`src/ads_pkg.sv`:
```
package ads_pkg;

	typedef logic [7:0]  byte_t;      // one byte on the bus
	typedef logic [6:0]  dev_addr_t;
	typedef logic [23:0] sample_t;    // one adc conversion
	typedef logic [1:0]  rate_sel_t;  // 0 is fastest
	typedef logic [1:0]  chan_t;

	// commands the sequencer hands to the bus engine
	typedef enum logic [1:0] {
		BUS_START,
		BUS_WRITE,
		BUS_READ,
		BUS_STOP
	} bus_cmd_e;

	// steps of one scanned channel
	typedef enum logic [2:0] {
		SCAN_MUX,
		SCAN_SYNC,
		SCAN_WAIT_DRDY,
		SCAN_RDATA,
		SCAN_READ
	} scan_state_e;

	typedef enum logic [3:0] {
		SEQ_IDLE,
		SEQ_START,
		SEQ_ADDR,
		SEQ_BYTE0,   // register or command byte
		SEQ_BYTE1,   // data byte
		SEQ_READ,
		SEQ_STOP,
		SEQ_DRDY     // between sync and rdata
	} seq_state_e;

	localparam byte_t ADS_WREG_CFG0 = 8'h40;
	localparam byte_t ADS_CMD_SYNC  = 8'h08;
	localparam byte_t ADS_CMD_RDATA = 8'h10;

	// mux field for ain0..ain3 against avss
	localparam byte_t ADS_MUX_CODE [0:3] = '{8'h81, 8'h91, 8'hA1, 8'hB1};

	localparam int ADS_RESULT_BYTES = 3;

endpackage

```
`src/i2c_cmd_if.sv`:
```
`timescale 1ns/1ps

interface i2c_cmd_if import ads_pkg::*; ();

	bus_cmd_e cmd;
	byte_t    wbyte;
	logic     ack_out;   // level driven in the ack slot of a read
	logic     go;        // one cycle, only while engine idle

	logic     done;      // one cycle after the last tick
	byte_t    rbyte;
	logic     nack;      // ack bit of a write, 1 = nack

	modport seq (
		output cmd,
		output wbyte,
		output ack_out,
		output go,
		input  done,
		input  rbyte,
		input  nack
	);

	modport eng (
		input  cmd,
		input  wbyte,
		input  ack_out,
		input  go,
		output done,
		output rbyte,
		output nack
	);

endinterface

```
`src/i2c_rate_div.sv`:
```
`timescale 1ns/1ps

module i2c_rate_div import ads_pkg::*; #(
	parameter int DIV_BASE = 2
) (
	input  logic      i2c_clk,
	input  logic      i_rst_n,
	input  rate_sel_t i_rate_sel,
	output logic      o_tick
);

	localparam int CW = DIV_BASE + 4;   // room for the slowest period

	logic [CW-1:0] cnt;
	logic [CW-1:0] term;
	rate_sel_t     rate_q;

	// quarter bit lasts 2^(DIV_BASE + rate) clocks
	assign term = (CW'(1) << (DIV_BASE + int'(rate_q))) - CW'(1);

	assign o_tick = (cnt == term);

	always_ff @(posedge i2c_clk or negedge i_rst_n) begin
		if (!i_rst_n) begin
			cnt    <= '0;
			rate_q <= '0;
		end else begin
			// rate code is only taken at the start of a period
			if (cnt == '0) begin
				rate_q <= i_rate_sel;
			end
			if (o_tick) begin
				cnt <= '0;
			end else begin
				cnt <= cnt + CW'(1);
			end
		end
	end

endmodule

```
`src/i2c_bus_engine.sv`:
```
`timescale 1ns/1ps

module i2c_bus_engine import ads_pkg::*; (
	input  logic   i2c_clk,
	input  logic   i_rst_n,
	input  logic   i_tick,
	input  logic   i_scl,
	input  logic   i_sda,
	output logic   o_scl_oe,
	output logic   o_sda_oe,
	i2c_cmd_if.eng bus
);

	bus_cmd_e   cmd_q;
	logic       busy;
	logic [1:0] qtr;       // quarter within the bit
	logic [3:0] bit_cnt;   // 0..7 data, 8 ack
	byte_t      shreg;
	logic       ack_q;
	logic       nack_q;
	logic       done_q;
	logic       scl_oe;
	logic       sda_oe;

	logic is_byte;
	logic ack_slot;
	logic hold;
	logic last_bit;

	assign is_byte  = (cmd_q == BUS_WRITE) || (cmd_q == BUS_READ);
	assign ack_slot = (bit_cnt == 4'd8);
	assign hold     = (qtr == 2'd2) && !i_scl;   // slave stretches the clock
	assign last_bit = !is_byte || ack_slot;

	assign o_scl_oe  = scl_oe;
	assign o_sda_oe  = sda_oe;
	assign bus.done  = done_q;
	assign bus.rbyte = shreg;
	assign bus.nack  = nack_q;

	always_ff @(posedge i2c_clk or negedge i_rst_n) begin
		if (!i_rst_n) begin
			busy    <= 1'b0;
			cmd_q   <= BUS_STOP;
			qtr     <= '0;
			bit_cnt <= '0;
			scl_oe  <= 1'b0;   // bus released
			sda_oe  <= 1'b0;
			nack_q  <= 1'b0;
			done_q  <= 1'b0;
		end else begin
			done_q <= 1'b0;
			if (!busy) begin
				if (bus.go) begin
					busy    <= 1'b1;
					cmd_q   <= bus.cmd;
					qtr     <= '0;
					bit_cnt <= '0;
				end
			end else if (i_tick && !hold) begin
				qtr <= qtr + 2'd1;
				case (qtr)
					2'd0: begin
						// scl is low here, so sda may move
						case (cmd_q)
							BUS_START: sda_oe <= 1'b0;
							BUS_STOP:  sda_oe <= 1'b1;
							BUS_WRITE: sda_oe <= ack_slot ? 1'b0 : ~shreg[7];
							default:   sda_oe <= ack_slot ? ~ack_q : 1'b0;
						endcase
					end
					2'd1: scl_oe <= 1'b0;   // scl rises
					2'd2: begin
						if (cmd_q == BUS_START) begin
							sda_oe <= 1'b1;   // start condition
						end else if (cmd_q == BUS_STOP) begin
							sda_oe <= 1'b0;   // stop condition
						end else if (ack_slot) begin
							nack_q <= i_sda;
						end
					end
					default: begin
						if (cmd_q != BUS_STOP) begin
							scl_oe <= 1'b1;   // scl falls, bus stays held after start and bytes
						end
						bit_cnt <= bit_cnt + 4'd1;
						if (last_bit) begin
							busy   <= 1'b0;
							done_q <= 1'b1;
						end
					end
				endcase
			end
		end
	end

	// write bytes shift out msb first; the same shift collects read data
	always_ff @(posedge i2c_clk) begin
		if (!busy && bus.go) begin
			shreg <= bus.wbyte;
			ack_q <= bus.ack_out;
		end else if (busy && i_tick && qtr == 2'd2 && i_scl && is_byte && !ack_slot) begin
			shreg <= {shreg[6:0], i_sda};
		end
	end

endmodule

```
`src/adc_sequencer.sv`:
```
`timescale 1ns/1ps

module adc_sequencer import ads_pkg::*; (
	input  logic      i2c_clk,
	input  logic      i_rst_n,
	input  logic      i_enable,
	input  logic      i_scan_mode,
	input  dev_addr_t i_dev_addr,
	input  byte_t     i_reg_byte,
	input  byte_t     i_w_data,
	input  logic      i_drdy_n,
	output logic      o_ready,
	output logic      o_finish,
	output logic      o_ack_err,
	output sample_t   o_ain0,
	output sample_t   o_ain1,
	output sample_t   o_ain2,
	output sample_t   o_ain3,
	i2c_cmd_if.seq    bus
);

	seq_state_e  state_q;
	scan_state_e scan_q;
	chan_t       chan_q;
	logic        scan_run;   // mode of the running transaction set
	logic        abort_q;    // address was nacked
	logic [1:0]  rd_cnt;
	sample_t     rd_data;

	logic  is_read;
	logic  two_bytes;
	logic  last_rd;
	byte_t first_byte;

	assign is_read   = scan_run && (scan_q == SCAN_READ);
	assign two_bytes = !scan_run || (scan_q == SCAN_MUX);
	assign last_rd   = (rd_cnt == 2'(ADS_RESULT_BYTES - 1));
	assign o_ready   = (state_q == SEQ_IDLE);

	always_comb begin
		if (!scan_run) begin
			first_byte = i_reg_byte;
		end else begin
			case (scan_q)
				SCAN_MUX:  first_byte = ADS_WREG_CFG0;
				SCAN_SYNC: first_byte = ADS_CMD_SYNC;
				default:   first_byte = ADS_CMD_RDATA;
			endcase
		end
	end

	// command follows the state, the engine latches it on go
	always_comb begin
		bus.cmd   = BUS_WRITE;
		bus.wbyte = {i_dev_addr, is_read};
		case (state_q)
			SEQ_START: bus.cmd = BUS_START;
			SEQ_BYTE0: bus.wbyte = first_byte;
			SEQ_BYTE1: bus.wbyte = scan_run ? ADS_MUX_CODE[chan_q] : i_w_data;
			SEQ_READ:  bus.cmd = BUS_READ;
			SEQ_STOP:  bus.cmd = BUS_STOP;
			default: ;
		endcase
	end

	assign bus.ack_out = last_rd;   // nack the final result byte

	always_ff @(posedge i2c_clk or negedge i_rst_n) begin
		if (!i_rst_n) begin
			state_q   <= SEQ_IDLE;
			scan_q    <= SCAN_MUX;
			chan_q    <= '0;
			scan_run  <= 1'b0;
			abort_q   <= 1'b0;
			rd_cnt    <= '0;
			bus.go    <= 1'b0;
			o_finish  <= 1'b0;
			o_ack_err <= 1'b0;
			o_ain0    <= '0;
			o_ain1    <= '0;
			o_ain2    <= '0;
			o_ain3    <= '0;
		end else begin
			bus.go    <= 1'b0;
			o_finish  <= 1'b0;
			o_ack_err <= 1'b0;
			case (state_q)
				SEQ_IDLE: begin
					if (i_enable) begin
						scan_run <= i_scan_mode;
						abort_q  <= 1'b0;
						state_q  <= SEQ_START;
						bus.go   <= 1'b1;
					end
				end
				SEQ_START: begin
					if (bus.done) begin
						state_q <= SEQ_ADDR;
						bus.go  <= 1'b1;
					end
				end
				SEQ_ADDR: begin
					if (bus.done) begin
						bus.go <= 1'b1;
						rd_cnt <= '0;
						if (bus.nack) begin
							abort_q <= 1'b1;
							state_q <= SEQ_STOP;
						end else if (is_read) begin
							state_q <= SEQ_READ;
						end else begin
							state_q <= SEQ_BYTE0;
						end
					end
				end
				SEQ_BYTE0: begin
					if (bus.done) begin
						bus.go  <= 1'b1;
						state_q <= two_bytes ? SEQ_BYTE1 : SEQ_STOP;
					end
				end
				SEQ_BYTE1: begin
					if (bus.done) begin
						bus.go  <= 1'b1;
						state_q <= SEQ_STOP;
					end
				end
				SEQ_READ: begin
					if (bus.done) begin
						bus.go <= 1'b1;
						rd_cnt <= rd_cnt + 2'd1;
						if (last_rd) begin
							state_q <= SEQ_STOP;
						end
					end
				end
				SEQ_STOP: begin
					if (bus.done) begin
						if (abort_q) begin
							o_ack_err <= 1'b1;   // scan step kept for a retry
							state_q   <= SEQ_IDLE;
						end else if (!scan_run) begin
							o_finish <= 1'b1;
							state_q  <= SEQ_IDLE;
						end else begin
							case (scan_q)
								SCAN_MUX: begin
									scan_q  <= SCAN_SYNC;
									state_q <= SEQ_START;
									bus.go  <= 1'b1;
								end
								SCAN_SYNC: begin
									scan_q  <= SCAN_WAIT_DRDY;
									state_q <= SEQ_DRDY;
								end
								SCAN_RDATA: begin
									scan_q  <= SCAN_READ;
									state_q <= SEQ_START;
									bus.go  <= 1'b1;
								end
								SCAN_READ: begin
									case (chan_q)
										2'd0: o_ain0 <= rd_data;
										2'd1: o_ain1 <= rd_data;
										2'd2: o_ain2 <= rd_data;
										default: o_ain3 <= rd_data;
									endcase
									chan_q   <= chan_q + 2'd1;
									scan_q   <= SCAN_MUX;
									o_finish <= 1'b1;
									state_q  <= SEQ_IDLE;
								end
								default: state_q <= SEQ_IDLE;
							endcase
						end
					end
				end
				SEQ_DRDY: begin
					if (!i_drdy_n) begin   // conversion ready
						scan_q  <= SCAN_RDATA;
						state_q <= SEQ_START;
						bus.go  <= 1'b1;
					end
				end
				default: state_q <= SEQ_IDLE;
			endcase
		end
	end

	// result bytes arrive msb first
	always_ff @(posedge i2c_clk) begin
		if (state_q == SEQ_READ && bus.done) begin
			rd_data <= {rd_data[15:0], bus.rbyte};
		end
	end

endmodule

```
`src/ads_i2c_ctrl.sv`:
```
`timescale 1ns/1ps

module ads_i2c_ctrl import ads_pkg::*; #(
	parameter int DIV_BASE = 2
) (
	input  logic      i2c_clk,
	input  logic      i_rst_n,
	input  logic      i_enable,
	input  logic      i_scan_mode,
	input  rate_sel_t i_rate_sel,
	input  dev_addr_t i_dev_addr,
	input  byte_t     i_reg_byte,
	input  byte_t     i_w_data,
	input  logic      i_drdy_n,
	input  logic      i_scl,       // resolved line levels
	input  logic      i_sda,
	output logic      o_scl_oe,    // 1 pulls the line low
	output logic      o_sda_oe,
	output logic      o_ready,
	output logic      o_finish,
	output logic      o_ack_err,
	output sample_t   o_ain0,
	output sample_t   o_ain1,
	output sample_t   o_ain2,
	output sample_t   o_ain3
);

	logic tick;

	i2c_cmd_if u_cmd_if ();

	i2c_rate_div #(
		.DIV_BASE (DIV_BASE)
	) u_rate_div (
		.i2c_clk    (i2c_clk),
		.i_rst_n    (i_rst_n),
		.i_rate_sel (i_rate_sel),
		.o_tick     (tick)
	);

	i2c_bus_engine u_bus_engine (
		.i2c_clk  (i2c_clk),
		.i_rst_n  (i_rst_n),
		.i_tick   (tick),
		.i_scl    (i_scl),
		.i_sda    (i_sda),
		.o_scl_oe (o_scl_oe),
		.o_sda_oe (o_sda_oe),
		.bus      (u_cmd_if.eng)
	);

	adc_sequencer u_sequencer (
		.i2c_clk     (i2c_clk),
		.i_rst_n     (i_rst_n),
		.i_enable    (i_enable),
		.i_scan_mode (i_scan_mode),
		.i_dev_addr  (i_dev_addr),
		.i_reg_byte  (i_reg_byte),
		.i_w_data    (i_w_data),
		.i_drdy_n    (i_drdy_n),
		.o_ready     (o_ready),
		.o_finish    (o_finish),
		.o_ack_err   (o_ack_err),
		.o_ain0      (o_ain0),
		.o_ain1      (o_ain1),
		.o_ain2      (o_ain2),
		.o_ain3      (o_ain3),
		.bus         (u_cmd_if.seq)
	);

endmodule

```
`config.mk`:
```
export PLATFORM = sky130hd
export DESIGN_NAME = ads_i2c_ctrl
export DESIGN_NICKNAME = d
export VERILOG_FILES = /design/src/ads_pkg.sv /design/src/i2c_cmd_if.sv /design/src/i2c_rate_div.sv /design/src/i2c_bus_engine.sv /design/src/adc_sequencer.sv /design/src/ads_i2c_ctrl.sv
export SDC_FILE = /design/constraint.sdc
export NUM_CORES = 1
export LEC_CHECK = 0
export ABC_CLOCK_PERIOD_IN_PS = 3750
export BUFFER_PORTS_ARGS = -buffer_cell sky130_fd_sc_hd__buf_2
export CAP_MARGIN = 20
export CELL_PAD_IN_SITES_DETAIL_PLACEMENT = 1
export CELL_PAD_IN_SITES_GLOBAL_PLACEMENT = 1
export CORE_ASPECT_RATIO = 0.75
export CORE_MARGIN = 1
export CORE_UTILIZATION = 46
export DETAILED_ROUTE_END_ITERATION = 8
export PLACE_DENSITY_LB_ADDON = 0.1
export SLEW_MARGIN = 25
export SYNTH_ARGS = -nofsm -noshare
export SYNTH_HDL_FRONTEND = slang
export SYNTH_HIERARCHICAL = 1
export SYNTH_SLANG_ARGS = --single-unit
```
`constraint.sdc`:
```
create_clock -name i2c_clk -period 3.75 [get_ports i2c_clk]
set_clock_uncertainty 0.15 [all_clocks]
set_input_delay 0.1875 -clock i2c_clk [delete_from_list [all_inputs] [get_ports i2c_clk]]
set_output_delay 0.1875 -clock i2c_clk [all_outputs]
set_load 0.05 [all_outputs]
```
## Yosys cells after proc, flatten, opt, wreduce, memory -nomap -nowiden

Index checks and enable logic that the tools add are counted.

- Bits in registers: 166
- Output and inout port bits: 101
- Word-level logic and storage cells: 214

- Add/subtract/negate cells: 7
- Order comparisons: 1
- Equality and inequality tests: 37
- Shift operators: 1
- Multiplexer cells: 80
- Bitwise operators: 9
- Reduce and logical (&&, ||, !) cells: 53

Operators by type and width:

| cell | number |
|---|---|
| $mux W4 | 16 |
| $mux W8 | 6 |
| $reduce_and A6 Y1 | 6 |
| $mux W1 | 32 |
| $pmux W4 S8 | 1 |
| $shl A1 B32 Y6 const A | 1 |
| $ne A2 B2 Y1 const B | 14 |
| $bmux W8 S2 | 1 |
| $eq A4 B3 Y1 const B | 4 |
| $pmux W8 S2 | 1 |
| $mux W3 | 5 |
| $pmux W7 S2 | 1 |
| $reduce_bool A2 Y1 | 7 |
| $mux W2 | 6 |
| $pmux W3 S2 | 2 |
| $pmux W3 S4 | 1 |
| $reduce_and A4 Y1 | 3 |
| $eq A2 B2 Y1 const B | 5 |
| $logic_and A1 B1 Y1 | 10 |
| $reduce_and A9 Y1 | 1 |
| $eq A4 B2 Y1 const B | 2 |
| $not A1 Y1 | 8 |
| $add A2 B1 Y2 const B | 3 |
| $add A6 B1 Y6 const B | 1 |
| 33 further kinds | 51 |

## Depth between registers and ports, before layout

- Word-level depth: 11
- Mapped depth: 8
- Depth with buffers taken out: 7

## Modules after synthesis

The synthesis kept the hierarchy.

Modules (own cells, without submodules):

| module | times used | cells each | area an instance (sq um) |
|---|---|---|---|
| adc_sequencer | 1 | 376 | 5914.4 |
| i2c_bus_engine | 1 | 120 | 1208.7 |
| i2c_rate_div | 1 | 41 | 456.7 |

## Least setup slack after synthesis

Ideal clock, no wire load.

- Kind: register to register
- Start: register u_sequencer.state_q[0]
- End: register u_sequencer.rd_data[0], enable pin
- Setup time: 440 ps
- Arrival time: 2648 ps
- Required time: 3160 ps
- Setup slack: 512 ps
- Stages on the path, launching flop included: 5
- Buffers on the path: 2
- Period minus slack after synthesis: 3238 ps
- Path through: dfrtp_1 buf_2 clkbuf_1 nand2b_1 nor3_1

- Longest elaborated chain between the ends: 2

Ends and longest elaborated chain:

| element | RTL line | text |
|---|---|---|
| start, declared | adc_sequencer.sv:22 | `seq_state_e state_q;` |
| start signal, assigned | adc_sequencer.sv:119 | `state_q <= two_bytes ? SEQ_BYTE1 : SEQ_STOP;` |
| $eq A4 B3 Y1 | adc_sequencer.sv:192 | `if (state_q == SEQ_READ && bus.done) begin` |
| $logic_and A1 B1 Y1 | adc_sequencer.sv:192 |  |
| end signal, assigned | adc_sequencer.sv:193 | `rd_data <= {rd_data[15:0], bus.rbyte};` |
| end, declared | adc_sequencer.sv:28 | `sample_t rd_data;` |

Every way passes these cells.
A chain may end at the register's enable or synchronous reset.

## Final worst setup path

- Start: register u_sequencer.state_q[1]
- End: register u_sequencer.o_ain1[6]

- Longest elaborated chain between the ends: 2

Ends and longest elaborated chain:

| element | RTL line | text |
|---|---|---|
| $eq A4 B3 Y1 | adc_sequencer.sv:87 | `case (state_q)` |
| $reduce_and A6 Y1 (no source line) | - |  |
| end signal, assigned | adc_sequencer.sv:164 | `2'd1: o_ain1 <= rd_data;` |
| end, declared | adc_sequencer.sv:16 | `output sample_t o_ain1,` |

Every way passes these cells.

==> impl_results.md <==
- Synth top area share: 0.4292
- Worst-Skew Late Latency: 420 ps
- Hpwl dp: 12.54 mm
- Clock Sink Count: 165
- First-pass GRT wire length: 28.98 mm
- Tmin final: 2976 ps
- Rel. slew slack: 0.4239
- Hold Crit Class: input port to flip-flop
- Remaining Overflow, GRT: 0
- DRC viols: 0
- Final hold vios: 0
- CTS root buffer: clkbuf_16
- Pre-CTS setup slack: 825.0 ps
- Pleak: 4.458 nW
- Outcome: finished clean
- Final Max Slew Viols: 0
- Synth area leader: dfrtp_1
- Placed cell area: 0.008310 mm²
- RSZ-0062 raised after global routing: false
- Die ar.: 0.01700 mm²
- Initial Utilization: 0.4718
- Register area share after synthesis: 0.5669
- Die X: 150.2 µm
- Fmax: 336.0 MHz
- CP Data Required Time: 3900 ps
- Worst hold margin: 8.603 ps
- DR iter-0 viols: 225
- Initial antenna violation count: 0
- Maximum vdd drop: 0.3629 mV
- Die H: 113.2 µm
- Critical path type: flip-flop to flip-flop
- CP startpoint kind: flip-flop
- Synth Area per Inst: 14.12 µm²
- Sum Neg Setup Slack: 0 ps
- Distinct cells, synth: 60
- CP Data Arrival Time: 3130 ps
- Setup ws final: 773.9 ps
- Cell area after layout: 0.008971 mm²
- H-tree levels: 4
- Total track usage: 0.2278
- Power per Cell Area: 487.6 mW/mm²
- Clock tree buffer depth: 2
- Postcts setup bufs: 0
- CP max FO: 19
- Commonest non-fill, non-tap cell in the layout: buf_2
- Per-cell routed wire length: 20.06 µm
- Final wirelength: 18.10 mm
- Vias in the first global route: 5,083
- Antenna Cells: 0
- Max Cap Violations: 0
- Largest net degree at the start of global routing: 67
- Post-Route Utilization: 0.5584
- Fraction of layout cells with a size suffix above 1: 0.4234
- Crit. End Element: flip-flop
- Core ar.: 0.01607 mm²
- Vias: 4,783
- Number of nets with antenna violations after routing: 0
- Clock transition at the registers of the reported paths: 60 ps
- Gp weighted congestion: 0.8207
- Slew @ Worst Pin: 864.2 ps
- Async SR Flop Fraction: 0.8000
- Layout Nets: 728
- I/O Pins: 133
- Fill cells: 1,631
- Syn nets: 586
- Commonest cells after routing, fill and taps aside: 131 x buf_2, 130 x dfrtp_1, 82 x mux2_4
- IO buf count: 132
- Area delta synth->final: 18.36%
- Number of flops mapped to enable cells by yosys: 33
- Period utilization: 0.7936
- Cell area after synthesis: 0.007580 mm²
- Row count: 40
- Top post-synthesis cells by area: dfrtp_1 43%, mux2_4 16%, edfxtp_1 13%
- Number of synthesized register bits: 165
- Drt pass-1 iters: 4
- Synthesized instance count: 537
- TritonCTS buffer count: 17
- CTS tree: done
- Vias per Instance: 5.303
- Final setup vio count: 0
- Ys flop type: dfrtp_1
- Yosys warning count: 6
## layer usage
layer / vias to the layer above / global-route usage / wire length (µm)
li1: 2209 / - / -
met5: - / 0 / 0
met3: 13 / 0.04476 / 632
met1: 2460 / 0.3109 / 8267
met2: 101 / 0.3679 / 8978
met4: 0 / 0.07003 / 219
## registers in the layout, summed over array words and instances, names as in the netlist, 2 cells and up
name	flops
u_bus_engine/bus.rbyte	8
u_sequencer/o_ain0	24
u_sequencer/scan_q	3
u_rate_div/rate_q	2
u_bus_engine/qtr	2
u_bus_engine/bit_cnt	4
u_sequencer/rd_cnt	2
u_sequencer/o_ain1	24
u_sequencer/o_ain2	24
u_sequencer/state_q	3
u_rate_div/cnt	6
u_sequencer/chan_q	2
u_bus_engine/cmd_q	2
u_sequencer/o_ain3	24
u_sequencer/rd_data	24
## power breakdown
group	internal (mW)	total, mW	switching [mW]	leakage (nW)
Combinational	0.207	0.540	0.332	2.07
Clock	1.03	1.80	0.774	0.300
Sequential	1.90	2.04	0.137	2.09
Total	3.13	4.37	1.24	4.46
## cells in the mapped netlist, drive strengths merged, types with 3 or more instances
master,number
a31oi,7
mux2i,6
o31ai,3
nand2,53
mux2,105
nand4,3
o311ai,4
nor3,7
dfrtp,130
a21oi,10
nor3b,4
clkbuf,3
buf,20
nand3,11
and3,5
and2,7
nand2b,7
nor2b,5
inv,19
edfxtp,33
ha,17
nand3b,3
o21ai,17
a22oi,9
nor2,18
## path summary, 6_finish.rpt
| kind | cells past startpoint | start | to | slack, ps |
|---|---|---|---|---|
| worst max-delay path | 5 | u_sequencer/state_q[1] | u_sequencer/o_ain1[6] | 770 |
| worst min-delay path | 5 | i_dev_addr[4] | u_bus_engine/bus.rbyte[5] | 9 |
| worst max register to register | 5 | u_sequencer/state_q[1] | u_sequencer/o_ain1[6] | 770 |
| worst min register to register | 0 | u_bus_engine/bus.rbyte[3] | u_sequencer/rd_data[3] | 300 |
| max in group asynchronous | 3 | i_rst_n | u_sequencer/o_ain0[21] | 2240 |
| min in group asynchronous | 2 | i_rst_n | u_sequencer/o_ain3[12] | 250 |
## layout make-up
cell class,instances,area [µm²],share of cell area
well taps,210,262.8,0.02929
flip-flops and latches,165,4297,0.4789
repair buffers,146,783.3,0.08731
multi-input cells,330,2957,0.3296
clock inverters,13,157.7,0.01757
clock buffers,19,442.9,0.04937
inverters,19,71.32,0.007950
## kinds of logic after synthesis
logic type,Yosys count,share of synthesized area
flops,165,0.5669
simple gates,131,0.09211
buf+inv,42,0.04440
mux,111,0.2045
fa+ha+maj,17,0.02806
compound gates,67,0.05943
xor+xnor,4,0.004623
## worst max-delay path: stages (launching register included)
cell and delay, ps:
dfrtp_1 690, nand2_1 340, nor4_4 430, and2_2 560
buf_4 350, mux2_4 330
## per-stage QoR
stage	cells	power, mW
2_1_floorplan	537	2.420
3_3_place_gp	864	2.568
3_5_place_dp	864	2.600
4_1_cts	902	4.413
5_1_grt	902	4.574
6_report	902	4.374
## repair_timing
action	in CTS	in global routing
resized for setup	0	0
hold buffers	6	0
setup endpoints to repair	0	0
hold endpoints to repair	70	0
Note: power is estimated with default switching activity, not from simulation.
